--- src/mipsPkg.sv ---
package mipsPkg;

    // register-format fields
    typedef struct packed {
        logic [5:0] op;
        logic [4:0] rs;
        logic [4:0] rt;
        logic [4:0] rd;
        logic [4:0] shamt;
        logic [5:0] funct;
    } rFields;

    // immediate-format fields whose low 26 bits double as jump index
    typedef struct packed {
        logic [5:0]  op;
        logic [4:0]  rs;
        logic [4:0]  rt;
        logic [15:0] imm16;
    } iFields;

    typedef union packed {
        rFields rView;
        iFields iView;
    } instrWord;

    typedef enum logic [2:0] {
        aluAdd,
        aluSub,
        aluAnd,
        aluOr,
        aluSlt,
        aluLui
    } aluOp;

    // what decode hands down the pipe
    typedef struct packed {
        logic regWrite;
        logic memRead;
        logic memWrite;
        logic memToReg;
        logic aluSrcImm;
        logic regDstRd;
        logic signExt;
        logic branch;
        logic branchNe;
        logic jump;
        aluOp alu;
    } ctrlSig;

    typedef enum logic [1:0] {
        fromReg,
        fromMem,
        fromWb
    } fwdSel;

    typedef enum logic [1:0] {
        seqPc,
        predTarget,
        jumpTarget,
        repairPc
    } pcSel;

    typedef struct packed {
        logic [4:0] rsE;
        logic [4:0] rtE;
        logic [4:0] writeRegM;
        logic       regWriteM;
        logic [4:0] writeRegW;
        logic       regWriteW;
        logic       branchD;
        logic       predTakeD;
        logic       jumpD;
        logic       mispredictM;
    } hazardView;

    typedef struct packed {
        fwdSel fwdA;
        fwdSel fwdB;
        logic  stallAll;
        logic  flushD;
        logic  flushE;
        pcSel  nextPc;
    } hazardCtrl;

endpackage

--- src/controlUnit.sv ---
`timescale 1ns/100ps

module controlUnit (
    input  mipsPkg::instrWord instr,
    output mipsPkg::ctrlSig   ctrl
);
    import mipsPkg::*;

    localparam logic [5:0] opRType = 6'h00;
    localparam logic [5:0] opJ     = 6'h02;
    localparam logic [5:0] opBeq   = 6'h04;
    localparam logic [5:0] opBne   = 6'h05;
    localparam logic [5:0] opAddiu = 6'h09;
    localparam logic [5:0] opOri   = 6'h0d;
    localparam logic [5:0] opLui   = 6'h0f;
    localparam logic [5:0] opLw    = 6'h23;
    localparam logic [5:0] opSw    = 6'h2b;

    localparam logic [5:0] fnAddu = 6'h21;
    localparam logic [5:0] fnSubu = 6'h23;
    localparam logic [5:0] fnAnd  = 6'h24;
    localparam logic [5:0] fnOr   = 6'h25;
    localparam logic [5:0] fnSlt  = 6'h2a;

    always_comb begin
        ctrl = '0;
        case (instr.iView.op)
            opRType: begin
                ctrl.regWrite = 1'b1;
                ctrl.regDstRd = 1'b1;
                case (instr.rView.funct)
                    fnAddu:  ctrl.alu = aluAdd;
                    fnSubu:  ctrl.alu = aluSub;
                    fnAnd:   ctrl.alu = aluAnd;
                    fnOr:    ctrl.alu = aluOr;
                    fnSlt:   ctrl.alu = aluSlt;
                    // unknown funct falls back to a no-op
                    default: ctrl = '0;
                endcase
            end
            opAddiu, opLw: begin
                ctrl.regWrite  = 1'b1;
                ctrl.aluSrcImm = 1'b1;
                ctrl.signExt   = 1'b1;
                ctrl.memRead   = (instr.iView.op == opLw);
                ctrl.memToReg  = (instr.iView.op == opLw);
            end
            opOri, opLui: begin
                ctrl.regWrite  = 1'b1;
                ctrl.aluSrcImm = 1'b1;
                ctrl.alu       = (instr.iView.op == opLui) ? aluLui : aluOr;
            end
            opSw: begin
                ctrl.memWrite  = 1'b1;
                ctrl.aluSrcImm = 1'b1;
                ctrl.signExt   = 1'b1;
            end
            opBeq, opBne: begin
                ctrl.branch   = 1'b1;
                ctrl.branchNe = (instr.iView.op == opBne);
                ctrl.signExt  = 1'b1;
                ctrl.alu      = aluSub;
            end
            opJ: begin
                ctrl.jump = 1'b1;
            end
            default: ctrl = '0;
        endcase
    end

endmodule

--- src/hazardUnit.sv ---
`timescale 1ns/100ps

module hazardUnit (
    input  logic               clk,
    input  logic               rst,
    input  mipsPkg::hazardView view,
    input  logic               dCacheStall,
    output mipsPkg::hazardCtrl hctl
);
    import mipsPkg::*;

    logic repairIssued;
    logic repairNow;
    logic predRedirect;

    // memory stage wins over write-back
    function automatic fwdSel pickSrc(input logic [4:0] src, input hazardView v);
        if (v.regWriteM && v.writeRegM != 5'd0 && v.writeRegM == src) begin
            return fromMem;
        end else if (v.regWriteW && v.writeRegW != 5'd0 && v.writeRegW == src) begin
            return fromWb;
        end
        return fromReg;
    endfunction

    // a branch that sat in memory through a stall is repaired once, on release
    assign repairNow = view.mispredictM & ~repairIssued & ~dCacheStall;
    assign predRedirect = ~dCacheStall & view.branchD & view.predTakeD;

    always_ff @(posedge clk) begin
        if (rst) begin
            repairIssued <= 1'b0;
        end else if (!dCacheStall) begin
            repairIssued <= repairNow;
        end
    end

    always_comb begin
        hctl.fwdA     = pickSrc(view.rsE, view);
        hctl.fwdB     = pickSrc(view.rtE, view);
        hctl.stallAll = dCacheStall;
        hctl.flushE   = repairNow;
        hctl.flushD   = repairNow | predRedirect | (~dCacheStall & view.jumpD);
        if (repairNow) begin
            hctl.nextPc = repairPc;
        end else if (!dCacheStall && view.jumpD) begin
            hctl.nextPc = jumpTarget;
        end else if (predRedirect) begin
            hctl.nextPc = predTarget;
        end else begin
            hctl.nextPc = seqPc;
        end
    end

endmodule

--- src/datapath.sv ---
`timescale 1ns/100ps

module datapath #(
    parameter logic [31:0] resetPc = 32'h0000_0000
) (
    input  logic               clk,
    input  logic               rst,
    output logic [31:0]        instAddr,
    output logic               instEn,
    input  logic [31:0]        instr,
    output logic               memEn,
    output logic [31:0]        memAddr,
    output logic [3:0]         memWen,
    output logic [31:0]        memWdata,
    input  logic [31:0]        memRdata,
    output mipsPkg::instrWord  instrD,
    input  mipsPkg::ctrlSig    ctrlD,
    output mipsPkg::hazardView view,
    input  mipsPkg::hazardCtrl hctl
);
    import mipsPkg::*;

    logic [31:0] pcF, pcPlus4F, pcNext;
    logic        validD, branchD, predTakeD;
    ctrlSig      ctrlDv;
    logic [31:0] pcPlus4D, immD, rdAD, rdBD, targetD, jumpAddrD, repairD;
    logic        validE, predTakeE, takenE;
    ctrlSig      ctrlE;
    logic [31:0] rdAE, rdBE, immE, repairE;
    logic [4:0]  rsE, rtE, rdE, writeRegE;
    logic [31:0] srcA, rtVal, srcB, aluOut;
    logic        validM, predTakeM, takenM, regWriteM;
    ctrlSig      ctrlM;
    logic [31:0] aluOutM, storeDataM, repairM, resultM;
    logic [4:0]  writeRegM;
    logic        validW, regWriteW;
    logic [4:0]  writeRegW;
    logic [31:0] resultW;
    logic [31:0] regFile [32];
    logic        rfWe;

    function automatic logic [31:0] fwdMux(input fwdSel sel, input logic [31:0] regVal,
                                           input logic [31:0] memVal, input logic [31:0] wbVal);
        case (sel)
            fromMem: return memVal;
            fromWb:  return wbVal;
            default: return regVal;
        endcase
    endfunction

    // fetch
    assign pcPlus4F = pcF + 32'd4;
    always_comb begin
        case (hctl.nextPc)
            predTarget: pcNext = targetD;
            jumpTarget: pcNext = jumpAddrD;
            repairPc:   pcNext = repairM;
            default:    pcNext = pcPlus4F;
        endcase
    end
    always_ff @(posedge clk) begin
        if (rst) begin
            pcF <= resetPc;
        end else if (!hctl.stallAll) begin
            pcF <= pcNext;
        end
    end
    assign instAddr = pcF;
    assign instEn   = ~hctl.stallAll;

    always_ff @(posedge clk) begin
        if (rst) begin
            validD <= 1'b0;
            validE <= 1'b0;
            validM <= 1'b0;
            validW <= 1'b0;
        end else if (!hctl.stallAll) begin
            validD <= ~hctl.flushD;
            validE <= validD & ~hctl.flushE;
            validM <= validE & ~hctl.flushE;
            validW <= validM;
        end
    end

    always_ff @(posedge clk) begin
        if (!hctl.stallAll) begin
            instrD     <= instr;
            pcPlus4D   <= pcPlus4F;
            ctrlE      <= ctrlDv;
            rdAE       <= rdAD;
            rdBE       <= rdBD;
            immE       <= immD;
            rsE        <= instrD.rView.rs;
            rtE        <= instrD.rView.rt;
            rdE        <= instrD.rView.rd;
            predTakeE  <= predTakeD;
            repairE    <= repairD;
            ctrlM      <= ctrlE;
            aluOutM    <= aluOut;
            storeDataM <= rtVal;
            writeRegM  <= writeRegE;
            predTakeM  <= predTakeE;
            takenM     <= takenE;
            repairM    <= repairE;
            regWriteW  <= ctrlM.regWrite;
            writeRegW  <= writeRegM;
            resultW    <= resultM;
        end
    end

    // decode
    assign ctrlDv = validD ? ctrlD : '0;
    assign immD = ctrlDv.signExt ? {{16{instrD.iView.imm16[15]}}, instrD.iView.imm16}
                                 : {16'h0000, instrD.iView.imm16};
    assign targetD   = pcPlus4D + {immD[29:0], 2'b00};
    assign jumpAddrD = {pcPlus4D[31:28], instrD.iView[25:0], 2'b00};
    assign branchD   = ctrlDv.branch;
    // backward branches predicted taken
    assign predTakeD = branchD & instrD.iView.imm16[15];
    assign repairD   = predTakeD ? pcPlus4D : targetD;

    // register file written from the memory stage
    assign rfWe = regWriteM & ~hctl.stallAll & (writeRegM != 5'd0);
    always_ff @(posedge clk) begin
        if (rfWe) begin
            regFile[writeRegM] <= resultM;
        end
    end
    assign rdAD = (instrD.iView.rs == 5'd0) ? 32'd0 :
                  (rfWe && writeRegM == instrD.iView.rs) ? resultM : regFile[instrD.iView.rs];
    assign rdBD = (instrD.iView.rt == 5'd0) ? 32'd0 :
                  (rfWe && writeRegM == instrD.iView.rt) ? resultM : regFile[instrD.iView.rt];

    // execute
    assign srcA  = fwdMux(hctl.fwdA, rdAE, resultM, resultW);
    assign rtVal = fwdMux(hctl.fwdB, rdBE, resultM, resultW);
    assign srcB  = ctrlE.aluSrcImm ? immE : rtVal;
    always_comb begin
        case (ctrlE.alu)
            aluAdd:  aluOut = srcA + srcB;
            aluSub:  aluOut = srcA - srcB;
            aluAnd:  aluOut = srcA & srcB;
            aluOr:   aluOut = srcA | srcB;
            aluSlt:  aluOut = {31'd0, $signed(srcA) < $signed(srcB)};
            aluLui:  aluOut = {srcB[15:0], 16'h0000};
            default: aluOut = 32'd0;
        endcase
    end
    assign takenE    = validE & ctrlE.branch & (ctrlE.branchNe ^ (srcA == rtVal));
    assign writeRegE = ctrlE.regDstRd ? rdE : rtE;

    // memory
    assign memEn     = validM & (ctrlM.memRead | ctrlM.memWrite);
    assign memWen    = {4{validM & ctrlM.memWrite}};
    assign memAddr   = aluOutM;
    assign memWdata  = storeDataM;
    assign resultM   = ctrlM.memToReg ? memRdata : aluOutM;
    assign regWriteM = validM & ctrlM.regWrite;

    always_comb begin
        view.rsE         = rsE;
        view.rtE         = rtE;
        view.writeRegM   = writeRegM;
        view.regWriteM   = regWriteM;
        view.writeRegW   = writeRegW;
        view.regWriteW   = validW & regWriteW;
        view.branchD     = branchD;
        view.predTakeD   = predTakeD;
        view.jumpD       = ctrlDv.jump;
        view.mispredictM = validM & ctrlM.branch & (predTakeM ^ takenM);
    end

endmodule

--- src/mipsCore.sv ---
`timescale 1ns/100ps

module mipsCore #(
    parameter logic [31:0] resetPc = 32'h0000_0000
) (
    input  logic        clk,
    input  logic        rst,
    output logic [31:0] instAddr,
    output logic        instEn,
    input  logic [31:0] instr,
    output logic        memEn,
    output logic [31:0] memAddr,
    output logic [3:0]  memWen,
    output logic [31:0] memWdata,
    input  logic [31:0] memRdata,
    input  logic        dCacheStall
);
    import mipsPkg::*;

    instrWord  instrD;
    ctrlSig    ctrlD;
    hazardView view;
    hazardCtrl hctl;

    controlUnit uControl (
        .instr (instrD),
        .ctrl  (ctrlD)
    );

    hazardUnit uHazard (
        .clk         (clk),
        .rst         (rst),
        .view        (view),
        .dCacheStall (dCacheStall),
        .hctl        (hctl)
    );

    datapath #(
        .resetPc (resetPc)
    ) uDatapath (
        .clk      (clk),
        .rst      (rst),
        .instAddr (instAddr),
        .instEn   (instEn),
        .instr    (instr),
        .memEn    (memEn),
        .memAddr  (memAddr),
        .memWen   (memWen),
        .memWdata (memWdata),
        .memRdata (memRdata),
        .instrD   (instrD),
        .ctrlD    (ctrlD),
        .view     (view),
        .hctl     (hctl)
    );

endmodule

--- config.mk ---
export PLATFORM = sky130hd
export DESIGN_NAME = mipsCore
export DESIGN_NICKNAME = d
export VERILOG_FILES = /design/src/mipsPkg.sv /design/src/controlUnit.sv /design/src/hazardUnit.sv /design/src/datapath.sv /design/src/mipsCore.sv
export SDC_FILE = /design/constraint.sdc
export NUM_CORES = 2
export LEC_CHECK = 0
export BUFFER_PORTS_ARGS = -buffer_cell sky130_fd_sc_hd__buf_4
export CORE_MARGIN = 2
export CORE_UTILIZATION = 35
export CTS_CLUSTER_DIAMETER = 120
export DETAILED_ROUTE_END_ITERATION = 6
export SYNTH_ARGS = -nofsm -noshare
export SYNTH_HDL_FRONTEND = slang
export SYNTH_HIERARCHICAL = 1
export SYNTH_SLANG_ARGS = --single-unit
--- constraint.sdc ---
create_clock -name clk -period 19.9 [get_ports clk]
set_input_delay 0.995 -clock clk [delete_from_list [all_inputs] [get_ports clk]]
set_output_delay 0.995 -clock clk [all_outputs]
set_load 0.005 [all_outputs]
==> results_tabular.tex <==
\begin{tabular}{lr}
\hline
Metric & Value \\
\hline
\multicolumn{2}{l}{\textbf{Power and ir drop}} \\
Power per cell area & 91.5 mW/mm2 \\
Largest voltage drop on the vdd net & 0.0923 mV \\
LEAKAGE & 26.3 nW \\
\multicolumn{2}{l}{\textbf{Global routing}} \\
Global-route wire length before repair & 308000 um \\
Initial antenna violation count & 3 \\
Vias in the first global route & 42300 \\
Total gr overflow & 0 \\
Total track usage & 0.207 \\
Maximum number of pins on one net before global-route repair & 144 \\
\multicolumn{2}{l}{\textbf{Clocking}} \\
TritonCTS clock tree & built \\
Setup bufs post-CTS & 0 \\
CTS sink cnt & 1407 \\
Clock latency on the worst-skew pair & 0.82 ns \\
Clock Pin Slew Worst Setup and Hold Paths & 0.06 ns \\
\# hold bufs at CTS & 0 \\
Gates resized, CTS repair & 0 \\
Deepest level of the CTS H-tree & 4 \\
Clock tree root buffer cell & clkbuf\_16 \\
Total clock buffers created by CTS & 152 \\
CTS Buffer Depth & 3 \\
\multicolumn{2}{l}{\textbf{Die}} \\
Total core area & 0.200 mm2 \\
Die outline height & 453 um \\
Floorplan die area & 0.205 mm2 \\
Std cell rows & 164 \\
Initial Utilization & 0.353 \\
Number of placed I/O pins & 169 \\
Die extent in x & 453 um \\
\multicolumn{2}{l}{\textbf{Route}} \\
First-iteration detailed-routing DRC count & 5320 \\
Via density & 5.88 \\
Antenna viol nets, final & 0 \\
Number of DRC violations after detailed routing & 2 \\
Total wire length & 216000 um \\
Count of TritonRoute iterations in the first routing pass & 7 \\
WL per Instance & 29.8 um \\
Detailed-route via count & 42600 \\
\multicolumn{2}{l}{\textbf{Worst setup path}} \\
WP data required & 20.40 ns \\
Setup crit end kind & flip-flop \\
Largest driver fanout on the critical path & 32 \\
Category of the most critical setup path & flip-flop to flip-flop \\
Critical Path Source Type & flip-flop \\
Arrival time of the worst setup path & 7.47 ns \\
\multicolumn{2}{l}{\textbf{Cells and area}} \\
Area Growth Syn to Fin & 13.4\% \\
Final instance area & 0.0800 mm2 \\
Share of post-route cells with drive strength above 1 & 0.280 \\
Final \#Nets & 4680 \\
\# fillers & 18000 \\
\multicolumn{2}{l}{\textbf{STA}} \\
Post-route clock period utilization & 0.350 \\
Sum Neg Setup Slack & 0 ns \\
Clock Skew & 0.0461 ns \\
Final-report hold violation count & 0 \\
Count of final setup violators & 0 \\
Fin worst setup slack & 12.93 ns \\
Number of pins exceeding their max-slew limit in the final report & 0 \\
Final critical-path required period & 6.97 ns \\
Maximum operating frequency & 0.143 GHz \\
Setup repair after global routing missed its margin & no \\
Relative slew slack & 0.237 \\
Worst Tran Pin Value & 1.14 ns \\
\multicolumn{2}{l}{\textbf{Synth}} \\
Combined area of all synthesized cells & 0.0706 mm2 \\
Total number of yosys warnings & 6 \\
Syn Inst Count & 4314 \\
Synthesized area per cell & 16.4 um2 \\
\multicolumn{2}{l}{\textbf{Status}} \\
Run status & finished, violations left \\
Violations in the final reports & design-rule violations \\
\multicolumn{2}{l}{\textbf{Placed design}} \\
Gpl congestion & 0.885 \\
Area of placed instances & 0.0752 mm2 \\
Count of input and output buffers & 168 \\
Post-detailed-placement half-perimeter wirelength & 128000 um \\
Placement Setup Slack & 13.11 ns \\
\multicolumn{2}{l}{\textbf{Hold path}} \\
Hold Path Class & primary input to flip-flop \\
\multicolumn{2}{l}{\textbf{Job}} \\
Max-capacitance violation count & 0 \\
\hline
\end{tabular}
[where the power goes]
group / switching, mW / internal (mW) / total [mW]
clock network: 1.22 / 1.56 / 2.77
registers: 0.0601 / 3.41 / 3.47
logic: 0.654 / 0.429 / 1.08
[through the flow]
step / util / power (mW) / instances / hold WS (ns)
final: 0.400 / 7.32 / 7244 / 0.357
after global routing: 0.400 / 7.56 / 7243 / 0.324
after CTS: 0.400 / 7.36 / 7242 / 0.310
after detailed placement: 0.376 / 4.60 / 6966 / 0.405
after global placement: 0.376 / 4.60 / 6966 / 0.401
after floorplan: - / 4.22 / 4345 / 0.400
[area by class of cell]
type | instances | area [um2] | area share
Multi-Input combinational cell | 2489 | 27300 | 0.341
Clock buffer | 185 | 3950 | 0.0494
Antenna cell | 2 | 5.00 | 0.0000626
Clock inverter | 91 | 892 | 0.0111
Timing Repair Buffer | 266 | 2080 | 0.0261
Inverter | 148 | 563 | 0.00704
Sequential cell | 1407 | 41900 | 0.523
Tap cell | 2656 | 3320 | 0.0415
[cells in the final DEF, fill, tap and decap left out, types with 32 or more instances in the layout]
cell and count:
ha_1 144, mux2_2 76, nor2_1 293, nand3_1 39, clkinv_1 36, xor2_1 33, inv_1 144, xnor2_1 112
conb_1 32, clkbuf_16 153, nand2_1 161, dfxtp_1 37, a22oi_1 71, nor2_4 33, edfxtp_1 1370, mux2i_1 84
o21ai_0 115, buf_4 259, a21oi_1 235, mux4_2 655, clkbuf_1 32
[metal layers]
metal  wire (um)  track usage  vias up
met1       87800        0.284    22500
li1            -            -    17700
met2      105000        0.339     1950
met4        6240       0.0613        2
met3       16300       0.0336      351
met5           7            0        -
[critical path, cell delays in order (launching register included)]
cell and delay [ns]:
edfxtp_1 0.59, or4_1 0.58, o21ai_2 0.14, nor4_1 0.11, nor4_1 0.44, ha_2 0.75
a22oi_1 0.20, nor2_1 0.13, a21oi_1 0.08, o21ai_0 0.67, ha_1 0.46, or4_1 0.62
nor2_1 0.10, o21ai_0 0.08, a21oi_1 0.32, o21ai_0 0.22, nor2b_1 0.21, or4b_1 0.49
o211ai_1 0.14, xnor2_1 0.15, o221ai_1 0.14
[sequential cells by signal, summed over array words and instances, names as in the netlist, 11 cells and up]
register,count
uDatapath/pcPlus4D,32
uDatapath/instrD,32
uDatapath/instAddr,32
uDatapath/resultW,32
uDatapath/rdBE,32
uDatapath/ctrlE,11
uDatapath/repairM,32
uDatapath/immE,18
uDatapath/repairE,32
uDatapath/memWdata,32
uDatapath/memAddr,32
uDatapath/regFile,1024
uDatapath/rdAE,32
[worst paths after layout]
| path | startpoint | to | slack, ns | cells after the start |
|---|---|---|---|---|
| hold / removal | instr[22] | uDatapath/instrD[22] | 0.36 | 1 |
| hold reg to reg | uDatapath/repairE[25] | uDatapath/repairM[25] | 0.42 | 0 |
| setup / recovery | uDatapath/writeRegM[2] | uDatapath/memAddr[21] | 12.93 | 20 |
| setup reg to reg | uDatapath/writeRegM[2] | uDatapath/memAddr[21] | 12.93 | 20 |
Power figures use the tool's default switching activity.
